File: src/ps_bridge_defines.svh
`ifndef PS_BRIDGE_DEFINES_SVH
`define PS_BRIDGE_DEFINES_SVH

// Host side word index and data widths
`define PS_ADDRW 8
`define PS_DATAW 32

// Queue depth per request queue, also the starting credit count
`define PS_REQ_BUF 4

// Internal memory size in words
// Any index at or above this value is out of range
`define PS_MEM_WORDS 200

// Cycles from a memory request pulse to its completion strobe
`define PS_MEM_LAT 3

`endif
File: src/ps_bridge_pkg.sv
`include "ps_bridge_defines.svh"

package ps_bridge_pkg;

	// Word index into the internal memory
	typedef logic [`PS_ADDRW-1:0] addr_t;

	// One data word
	typedef logic [`PS_DATAW-1:0] data_t;

	// Response status returned with every write response and read data
	typedef logic [1:0] resp_t;

	localparam resp_t RESP_OKAY   = 2'd0;
	localparam resp_t RESP_SLVERR = 2'd2; // Index outside the memory

	// Write request from the handler to the memory
	typedef struct packed {
		addr_t addr;
		data_t data;
	} mem_wr_t;

	// Write response towards the host
	typedef struct packed {
		addr_t addr;
		resp_t resp;
	} wr_rsp_t;

	// Read response towards the host
	typedef struct packed {
		addr_t addr;
		data_t data;
		resp_t resp;
	} rd_rsp_t;

	// Per-direction transaction FSM
	// IDLE waits for a queued request, ISSUE waits on the memory,
	// SEND holds the response until the host takes it
	typedef enum logic [1:0] {
		IDLE,
		ISSUE,
		SEND
	} tx_state_t;

endpackage

File: src/ps_reqhandler.sv
`timescale 1ns/1ns
`include "ps_bridge_defines.svh"

module ps_reqhandler #(
	parameter int REQ_BUFFER_SZ = `PS_REQ_BUF
) (
	input  logic                    clk,
	input  logic                    rst,
	input  logic                    have_windex,
	input  logic                    have_wdata,
	input  logic                    have_rindex,
	input  ps_bridge_pkg::addr_t    windex_in,
	input  ps_bridge_pkg::addr_t    rindex_in,
	input  ps_bridge_pkg::data_t    wdata_in,
	input  logic                    wrsp_ready,
	input  logic                    rrsp_ready,
	input  logic                    wcomplete,
	input  logic                    rcomplete,
	input  ps_bridge_pkg::data_t    rdata_in,
	output logic                    wrsp_valid,
	output ps_bridge_pkg::wr_rsp_t  wrsp,
	output logic                    rrsp_valid,
	output ps_bridge_pkg::rd_rsp_t  rrsp,
	output logic                    mem_wr_req,
	output ps_bridge_pkg::mem_wr_t  mem_wr,
	output logic                    mem_rd_req,
	output ps_bridge_pkg::addr_t    mem_rd_addr,
	output logic                    windex_credit,
	output logic                    wdata_credit,
	output logic                    rindex_credit
);

	import ps_bridge_pkg::*;

	localparam int PTRW = (REQ_BUFFER_SZ > 1) ? $clog2(REQ_BUFFER_SZ) : 1;
	localparam int CNTW = $clog2(REQ_BUFFER_SZ + 1);

	// Queue storage, filled at the tail and drained at the head
	addr_t wi_q [REQ_BUFFER_SZ];
	data_t wd_q [REQ_BUFFER_SZ];
	addr_t ri_q [REQ_BUFFER_SZ];

	logic [PTRW-1:0] wi_head, wi_tail;
	logic [PTRW-1:0] wd_head, wd_tail;
	logic [PTRW-1:0] ri_head, ri_tail;
	logic [CNTW-1:0] wi_cnt, wd_cnt, ri_cnt; // Occupancy per queue

	tx_state_t w_state, r_state;
	logic      w_pop, r_pop;

	// Circular pointer step, wraps at the queue depth
	function automatic logic [PTRW-1:0] ptr_next(input logic [PTRW-1:0] p);
		if (p == PTRW'(REQ_BUFFER_SZ - 1))
			return '0;
		return p + 1'b1;
	endfunction

	function automatic resp_t index_resp(input addr_t idx);
		return (idx < `PS_MEM_WORDS) ? RESP_OKAY : RESP_SLVERR;
	endfunction

	// A response handshake frees the head slot
	assign w_pop = wrsp_valid && wrsp_ready;
	assign r_pop = rrsp_valid && rrsp_ready;

	assign windex_credit = w_pop; // Index and data slots go back together
	assign wdata_credit  = w_pop;
	assign rindex_credit = r_pop;

	// Memory sees the queue heads; they hold until the response is taken
	assign mem_wr.addr = wi_q[wi_head];
	assign mem_wr.data = wd_q[wd_head];
	assign mem_rd_addr = ri_q[ri_head];

	always_ff @(posedge clk) begin
		if (have_windex)
			wi_q[wi_tail] <= windex_in;
		if (have_wdata)
			wd_q[wd_tail] <= wdata_in;
		if (have_rindex)
			ri_q[ri_tail] <= rindex_in;
	end

	// Pointer and occupancy bookkeeping
	always_ff @(posedge clk) begin
		if (rst) begin
			{wi_head, wi_tail, wd_head, wd_tail, ri_head, ri_tail} <= '0;
			{wi_cnt, wd_cnt, ri_cnt} <= '0;
		end else begin
			if (have_windex)
				wi_tail <= ptr_next(wi_tail);
			if (have_wdata)
				wd_tail <= ptr_next(wd_tail);
			if (have_rindex)
				ri_tail <= ptr_next(ri_tail);
			if (w_pop) begin
				wi_head <= ptr_next(wi_head);
				wd_head <= ptr_next(wd_head);
			end
			if (r_pop)
				ri_head <= ptr_next(ri_head);
			wi_cnt <= wi_cnt + CNTW'(have_windex) - CNTW'(w_pop);
			wd_cnt <= wd_cnt + CNTW'(have_wdata) - CNTW'(w_pop);
			ri_cnt <= ri_cnt + CNTW'(have_rindex) - CNTW'(r_pop);
		end
	end

	// Write FSM
	always_ff @(posedge clk) begin
		if (rst) begin
			w_state    <= IDLE;
			mem_wr_req <= 1'b0;
			wrsp_valid <= 1'b0;
		end else begin
			mem_wr_req <= 1'b0; // Single-cycle request pulse
			case (w_state)
				IDLE: begin
					// Index and data both present at the heads
					if (wi_cnt != '0 && wd_cnt != '0) begin
						mem_wr_req <= 1'b1;
						w_state    <= ISSUE;
					end
				end
				ISSUE: begin
					if (wcomplete) begin
						wrsp_valid <= 1'b1;
						w_state    <= SEND;
					end
				end
				SEND: begin
					if (wrsp_ready) begin
						wrsp_valid <= 1'b0;
						w_state    <= IDLE;
					end
				end
				default: w_state <= IDLE;
			endcase
		end
	end

	// Read FSM, same flow as the write side
	always_ff @(posedge clk) begin
		if (rst) begin
			r_state    <= IDLE;
			mem_rd_req <= 1'b0;
			rrsp_valid <= 1'b0;
		end else begin
			mem_rd_req <= 1'b0;
			case (r_state)
				IDLE: begin
					if (ri_cnt != '0) begin
						mem_rd_req <= 1'b1;
						r_state    <= ISSUE;
					end
				end
				ISSUE: begin
					if (rcomplete) begin
						rrsp_valid <= 1'b1;
						r_state    <= SEND;
					end
				end
				SEND: begin
					if (rrsp_ready) begin
						rrsp_valid <= 1'b0;
						r_state    <= IDLE;
					end
				end
				default: r_state <= IDLE;
			endcase
		end
	end

	// Response payloads are captured on completion and held while in SEND
	always_ff @(posedge clk) begin
		if (w_state == ISSUE && wcomplete) begin
			wrsp.addr <= wi_q[wi_head];
			wrsp.resp <= index_resp(wi_q[wi_head]);
		end
		if (r_state == ISSUE && rcomplete) begin
			rrsp.addr <= ri_q[ri_head];
			rrsp.data <= rdata_in; // Memory already zeroes out-of-range reads
			rrsp.resp <= index_resp(ri_q[ri_head]);
		end
	end

endmodule

File: config.mk
export PLATFORM = sky130hd
export DESIGN_NAME = ps_reqhandler
export DESIGN_NICKNAME = d
export VERILOG_FILES = /design/src/ps_bridge_pkg.sv /design/src/ps_reqhandler.sv
export VERILOG_INCLUDE_DIRS = /design/src
export SDC_FILE = /design/constraint.sdc
export NUM_CORES = 1
export LEC_CHECK = 0
export BUFFER_PORTS_ARGS = -buffer_cell sky130_fd_sc_hd__buf_2
export CORE_ASPECT_RATIO = 2
export CORE_MARGIN = 2
export CORE_UTILIZATION = 57
export CTS_BUF_LIST = sky130_fd_sc_hd__clkbuf_8
export CTS_CLUSTER_SIZE = 14
export DETAILED_ROUTE_END_ITERATION = 8
export PLACE_DENSITY = 0.83
export SLEW_MARGIN = 40
export SYNTH_ARGS = -nofsm -noshare
export SYNTH_HDL_FRONTEND = slang
export SYNTH_SLANG_ARGS = --single-unit
File: constraint.sdc
create_clock -name clk -period 3.5 [get_ports clk]
set_input_delay 0.35 -clock clk [delete_from_list [all_inputs] [get_ports clk]]
set_output_delay 0.35 -clock clk [all_outputs]
set_load 0.005 [all_outputs]
==> run_results.csv, run 1 <==
group,metric,value,unit
outcome,status,"finished clean",
global_route,grt-ovfl-total,0,
logic_synthesis,synthArstFlopShare,0,
sta,final_hold_viol_count,0,
routing,drt_iter0_markers,204,
die,floorplan.initialDensity,0.5757,
logic_synthesis,syn_area,10140,µm²
pwr,cellPowerDensity,586.2,nW/µm²
clock_tree,clk_latency,510,ps
setup_path,critPathMaxStageDelay,800,ps
die,core-area,17610,µm²
logic_synthesis,synthCells,481,
layout,nFillCells,1132,
clock_tree,cts_hold_buf,5,
global_route,grt_pass1_wl,27430,µm
clock_tree,path_clk_slew,70,ps
setup_path,crit_type,"flop to output port",
routing,drc,0,
setup_path,worst_path_max_delay_cell,"dfxtp_2",
sta,fin_skew,15.94,ps
layout,nets,813,
setup_path,start_kind,"flop",
clock_tree,htreeDepth,2,
job,maxCapViolCount,0,
placement,place.gp.congestion,0.7552,
sta,post-route-period-util,0.7799,
placement,io_buffers,193,
layout,fin_cells,944,
clock_tree,root_buffer,"clkbuf_8",
layout,utilization,0.6848,
routing,ant_nets,0,
global_route,grt_max_degree,36,
sta,fmax,366.4,MHz
hold_path,hold_path.class,"input pin to flop",
sta,tightestPinTransition,823.5,ps
clock_tree,cts_tree,"done",
routing,num_vias,5136,
sta,relSlewSlack,0.4510,
clock_tree,cts_made_buffers,36,
clock_tree,cts_buffer_depth,3,
die,placementRows,69,
routing,routed_wl,17940,µm
logic_synthesis,synth_edf_count,242,
die,dieWidth,98.31,µm
global_route,grt_util_all_layers,0.1860,
global_route,grt_pass1_vias,5388,
layout,final_common_cell,"edfxtp_1",
clock_tree,cts_resized,0,
layout,multi_input_area,2054,µm²
pwr,leakagePower,4.475,nW
logic_synthesis,ys_ff_latch,277,
setup_path,critPathBufInv,2,
layout,syn2layout_area_growth,18.96,%
sta,period_minus_slack,2730,ps
setup_path,worstPathArrival,2380,ps
setup_path,path_delay_family,"flip-flops",
sta,tns,0,ps
sta,setup_violations,0,
sta,slew_viol_final,0,
routing,wire_per_inst,19.01,µm
sta,rsz0062_at_grt,"false",
global_route,antenna_found_initial,2,
setup_path,critPathMaxFanout,20,
setup_path,cp_cell_sequence,"buf_4 > mux4_2 > buf_2",
clock_tree,cts.sinks,277,
layout,drive_gt1_frac,0.4041,
pwr,vdd.ir_drop.worst,0.0004493,V
logic_synthesis,synth_cell_type_count,33,
clock_tree,post_cts_buffers,0,
logic_synthesis,yosys_most_used_dff,"edfxtp_1",
routing,dr.pass1.iters,4,
logic_synthesis,synth_warnings,0,
setup_path,required,3150,ps
placement,dpl.cell_count,873,
placement,place_hpwl,12090,µm
layout,layout_common_cells,"edfxtp_1 (242), buf_2 (193), mux4_2 (38)",
layout,seq_area,7970,µm²
die,die-area,18930,µm²
routing,viasPerCell,5.441,
setup_path,worst_setup_path_end_kind,"output port",
die,ios,196,
die,die_height,192.6,µm
logic_synthesis,syn_area_per_cell,21.08,µm²
logic_synthesis,ys_seq_area_frac,0.7859,
[worst reg2reg max path: cells and delay by family (launching register included)]
family        cells  cell delay [ps]
simple gates      4              830
fa+ha+maj         2              590
flops             1              420
[through the flow]
step | hold slack (ps) | worst slack (ps) | cell area [µm²] | total power [mW]
after floorplan | 448.9 | 850.3 | 10140 | 4.586
after global placement | 468.2 | 1245 | 11300 | 4.906
after detailed placement | 481.9 | 1217 | 11350 | 4.982
after CTS | 0.4658 | 660.7 | 12060 | 7.152
after global routing | 2.645 | 574.7 | 12060 | 7.376
final | 24.66 | 770.4 | 12060 | 7.070
[power breakdown]
group	leakage [nW]	internal (mW)	switching, mW
combinational	1.58	0.461	0.418
sequential	2.51	3.88	0.147
clock	0.388	1.07	1.10
[synth_stat cells (3+ instances only)]
cell	instances	area, µm²
edfxtp_1	242	7267
nor2_1	25	93.84
mux2i_1	9	90.09
xnor2_1	6	52.55
or2_2	3	18.77
inv_1	11	41.29
mux4_2	38	855.8
nand3_1	3	15.01
mux4_1	10	262.8
and2_1	13	81.33
buf_2	4	20.02
ha_1	18	225.2
nand2_1	13	48.80
dfxtp_1	35	700.7
fa_1	3	60.06
nor4_1	3	18.77
clkbuf_1	8	30.03
a21oi_1	8	40.04
buf_4	3	22.52
nor2b_1	6	37.54
[sequential cells by signal (all words and copies together), names as in the netlist, 3 cells and up, named ones only]
register	count
rrsp	41
wi_cnt	3
wrsp	9
ri_q	32
wd_q	128
wi_q	32
ri_cnt	3
wd_cnt	3
[per-layer routing]
layer  track usage  wire length (µm)  vias to the layer above
met3       0.04745              1474                       38
met1        0.2319              6815                     2515
met2        0.3155              9162                      232
met4       0.07007               475                        2
met5             0                15                        -
li1              -                 -                     2349
[worst paths after layout]
kind	start	end	slack (ps)	cells past startpoint
setup / recovery	flop	mem_wr[12]	770	3
hold reg to reg	wd_head[1]$_SDFFE_PP0P_	flop	490	2
setup reg to reg	wrsp_valid$_SDFFE_PP0P_	wd_cnt[1]$_SDFF_PP0_	1530	6
hold / removal	rdata_in[14]	rrsp[16]$_DFFE_PP_	20	1
[layout make-up]
class,count,share of cell area
Clock inverter,28,0.01245
Antenna cell,1,0.0002075
Multi-Input combinational cell,176,0.1703
Timing Repair Buffer,201,0.08839
Tap cell,213,0.02210
Inverter,11,0.003424
Clock buffer,37,0.04222
Sequential cell,277,0.6609
[cells by family (layout without fill, tap and decap cells)]
logic type / count (synthesis) / count (layout) / synth area share
flops: 277 / 277 / 0.7859
other cells: 1 / 3 / 0.0003699
compound gates: 16 / 16 / 0.01123
xor+xnor: 6 / 6 / 0.005183
buf+inv: 29 / 277 / 0.01382
fa+ha+maj: 21 / 21 / 0.02814
simple gates: 74 / 74 / 0.03616
mux: 57 / 57 / 0.1192
Note: power is estimated with default switching activity, not from simulation.
==> run 2, diff against run 1 <==
--- a/config.mk
+++ b/config.mk
@@ -6,14 +6,15 @@
 export SDC_FILE = /design/constraint.sdc
 export NUM_CORES = 1
 export LEC_CHECK = 0
+export ABC_AREA = 1
 export BUFFER_PORTS_ARGS = -buffer_cell sky130_fd_sc_hd__buf_2
 export CORE_ASPECT_RATIO = 2
 export CORE_MARGIN = 2
-export CORE_UTILIZATION = 57
+export CORE_UTILIZATION = 52
 export CTS_BUF_LIST = sky130_fd_sc_hd__clkbuf_8
 export CTS_CLUSTER_SIZE = 14
 export DETAILED_ROUTE_END_ITERATION = 8
-export PLACE_DENSITY = 0.83
+export PLACE_DENSITY = 0.79
 export SLEW_MARGIN = 40
 export SYNTH_ARGS = -nofsm -noshare
 export SYNTH_HDL_FRONTEND = slang
==> constraint.sdc (replaced) <==
create_clock -name clk -period 2.2 [get_ports clk]
set_input_delay 0.22 -clock clk [delete_from_list [all_inputs] [get_ports clk]]
set_output_delay 0.22 -clock clk [all_outputs]
set_load 0.005 [all_outputs]
==> run_results.csv, run 2 <==
group,metric,value,unit
outcome,status,"finished clean",
pwr,vdd.ir_drop.worst,0.0005951,V
global_route,grt_pass1_vias,7257,
routing,ant_nets,0,
pwr,leakagePower,5.277,nW
layout,final_cell_area,13280,µm²
sta,setup_violations,0,
layout,largest_reg_flops,128,
routing,num_vias,6884,
sta,period_minus_slack,2093,ps
layout,nets,1170,
clock_tree,post_cts_buffers,0,
die,placementRows,73,
setup_path,crit_type,"flop to output port",
logic_synthesis,synthCells,764,
setup_path,worst_setup_path_end_kind,"output port",
hold_path,hold_path.class,"input pin to flop",
die,dieWidth,104.8,µm
setup_path,required,1980,ps
logic_synthesis,syn_area,10560,µm²
sta,post-route-period-util,0.9514,
placement,placed_area,11710,µm²
layout,final_common_cell,"edfxtp_1",
layout,syn2layout_area_growth,25.76,%
setup_path,cp_cell_sequence,"buf_6 > o21ai_0 > o22ai_1 > buf_2",
placement,pre_cts_slack,362.0,ps
setup_path,critPathBufInv,2,
routing,routed_wl,23360,µm
global_route,grt_max_degree,65,
setup_path,critPathMaxFanout,64,
layout,nFillCells,1436,
clock_tree,cts_buffer_depth,3,
sta,rsz0062_at_grt,"false",
placement,io_buffers,193,
logic_synthesis,synthArstFlopShare,0,
die,die_height,205.5,µm
pwr,cellPowerDensity,843.6,nW/µm²
layout,utilization,0.6668,
die,die-area,21530,µm²
die,core-area,19910,µm²
logic_synthesis,ys_seq_area_frac,0.7547,
routing,dr.pass1.iters,5,
sta,fmax,477.8,MHz
clock_tree,htreeDepth,2,
logic_synthesis,yosysMostFrequentCell,"edfxtp_1",
setup_path,path_delay_family,"buffers and inverters",
layout,layout_common_cells,"edfxtp_1 (242), buf_2 (193), nor2_1 (99)",
clock_tree,clk_latency,540,ps
routing,viasPerCell,5.103,
die,floorplan.initialDensity,0.5302,
sta,tns,0,ps
sta,relSlewSlack,0.5814,
global_route,grt_pass1_wl,35820,µm
sta,setup_slack,106.9,ps
routing,drc,0,
setup_path,r2r-start,"wrsp_valid$_SDFFE_PP0P_",
logic_synthesis,ys_ff_latch,277,
layout,drive_gt1_frac,0.2649,
logic_synthesis,synth_cell_type_count,33,
clock_tree,path_clk_slew,70,ps
setup_path,worst_path_max_delay_cell,"buf_6",
layout,reg.largest.list,"wd_q (128), rrsp (41)",
setup_path,start_kind,"flop",
clock_tree,root_buffer,"clkbuf_8",
setup_path,setup.worst_path.end,"mem_wr[8]",
clock_tree,cts.sinks,277,
global_route,grt-ovfl-total,0,
routing,wire_per_inst,17.32,µm
clock_tree,cts_tree,"done",
setup_path,regToRegSetupSlack,360,ps
logic_synthesis,synth_area_leaders,"edfxtp_1 (69%), dfxtp_1 (6.6%), nor2_1 (3.5%), nand2_1 (2.6%), o22ai_1 (2.3%)",
layout,largest_register,"wd_q",
placement,place_hpwl,14760,µm
setup_path,reg2reg_to,"wi_cnt[1]$_SDFF_PP0_",
sta,slew_viol_final,0,
sta,fin_skew,22.29,ps
die,ios,196,
layout,antenna_cells,0,
logic_synthesis,synth_top_area_share,0.6883,
job,maxCapViolCount,0,
routing,drt_iter0_markers,462,
setup_path,reg2reg_depth,7,
logic_synthesis,synth_warnings,0,
logic_synthesis,yosys-top-cells-count,"edfxtp_1 (242), nor2_1 (99), nand2_1 (73)",
setup_path,crit_cells,4,
global_route,grt_util_all_layers,0.2156,
setup_path,critPathMaxStageDelay,390,ps
setup_path,worstPathArrival,1870,ps
logic_synthesis,yosys.area.top_type,"edfxtp_1",
logic_synthesis,synth_edf_count,242,
logic_synthesis,yosys_most_used_dff,"edfxtp_1",
sta,tightestPinTransition,627.9,ps
logic_synthesis,syn_area_per_cell,13.82,µm²
sta,final_hold_viol_count,0,
placement,place.gp.congestion,0.8093,
global_route,antenna_found_initial,0,
clock_tree,cts_made_buffers,38,
[run 2: routing by layer]
metal	vias to the layer above	track usage	wire [µm]
met5	-	0	0
met4	0	0.1024	791
met3	57	0.03801	969
met2	181	0.4372	13920
met1	3347	0.2010	7679
li1	3299	-	-
[run 2: how the worst min path moves through the flow]
| stage | from | end | slack [ps] | cells past startpoint |
|---|---|---|---|---|
| floorplan | rindex_in[0] | ri_q[0][0]$_DFFE_PP_ | 320 | 0 |
| global placement | rdata_in[27] | rrsp[29]$_DFFE_PP_ | 400 | 1 |
| detailed placement | rdata_in[20] | rrsp[22]$_DFFE_PP_ | 400 | 1 |
| CTS | have_rindex | ri_tail[1]$_SDFFE_PP0P_ | 40 | 3 |
| global route | have_rindex | ri_tail[1]$_SDFFE_PP0P_ | 90 | 3 |
| finish | have_rindex | ri_tail[1]$_SDFFE_PP0P_ | 60 | 3 |
[run 2: final cells by class]
| type | instances | area (µm²) | area share |
|---|---|---|---|
| clock buffer | 40 | 550.5 | 0.04146 |
| clock inverter | 27 | 168.9 | 0.01272 |
| inverter | 59 | 241.5 | 0.01819 |
| multi-input combinational | 394 | 2100 | 0.1581 |
| sequential | 277 | 7969 | 0.6002 |
| tap | 262 | 327.8 | 0.02469 |
| timing repair buffer | 290 | 1921 | 0.1446 |
[run 2: per-stage QoR]
step	std cells	total power, mW	hold slack, ps
3_5_place_dp	1198	7.445	398.7
6_report	1349	11.20	57.24
5_1_grt	1349	11.66	92.14
4_1_cts	1349	11.28	38.74
3_3_place_gp	1198	7.391	396.8
2_1_floorplan	765	6.953	318.9
[run 2: report_power, final]
| part | total [mW] | switching, mW | internal (mW) | leakage [nW] |
|---|---|---|---|---|
| logic | 1.24 | 0.725 | 0.519 | 2.37 |
| clock network | 3.74 | 1.81 | 1.93 | 0.397 |
| registers | 6.22 | 0.124 | 6.09 | 2.51 |
[run 2: repair_timing]
| action | 4_1_cts | 5_1_grt |
|---|---|---|
| hold endpoints to repair | 229 | 0 |
| setup endpoints to repair | 6 | 3 |
| pin swaps | 0 | 0 |
| resized for setup | 1 | 1 |
| hold buffers | 84 | 0 |
[run 2: cell families (layout without fill, tap and decap cells)]
family	Yosys count	after routing	share of synthesized area
buf+inv	94	416	0.04681
flops	277	277	0.7547
fa+ha+maj	21	21	0.02702
compound gates	139	139	0.07134
simple gates	229	229	0.09730
xor+xnor	3	3	0.002489
other cells	1	2	0.0003552
[run 2: worst register-to-register path: stages, from the launching register on]
cell     delay [ps]
dfxtp_1         360
nand2_1         230
or2_2           390
nand2_1          70
ha_1            160
fa_1            410
inv_1            60
nor2_1           30
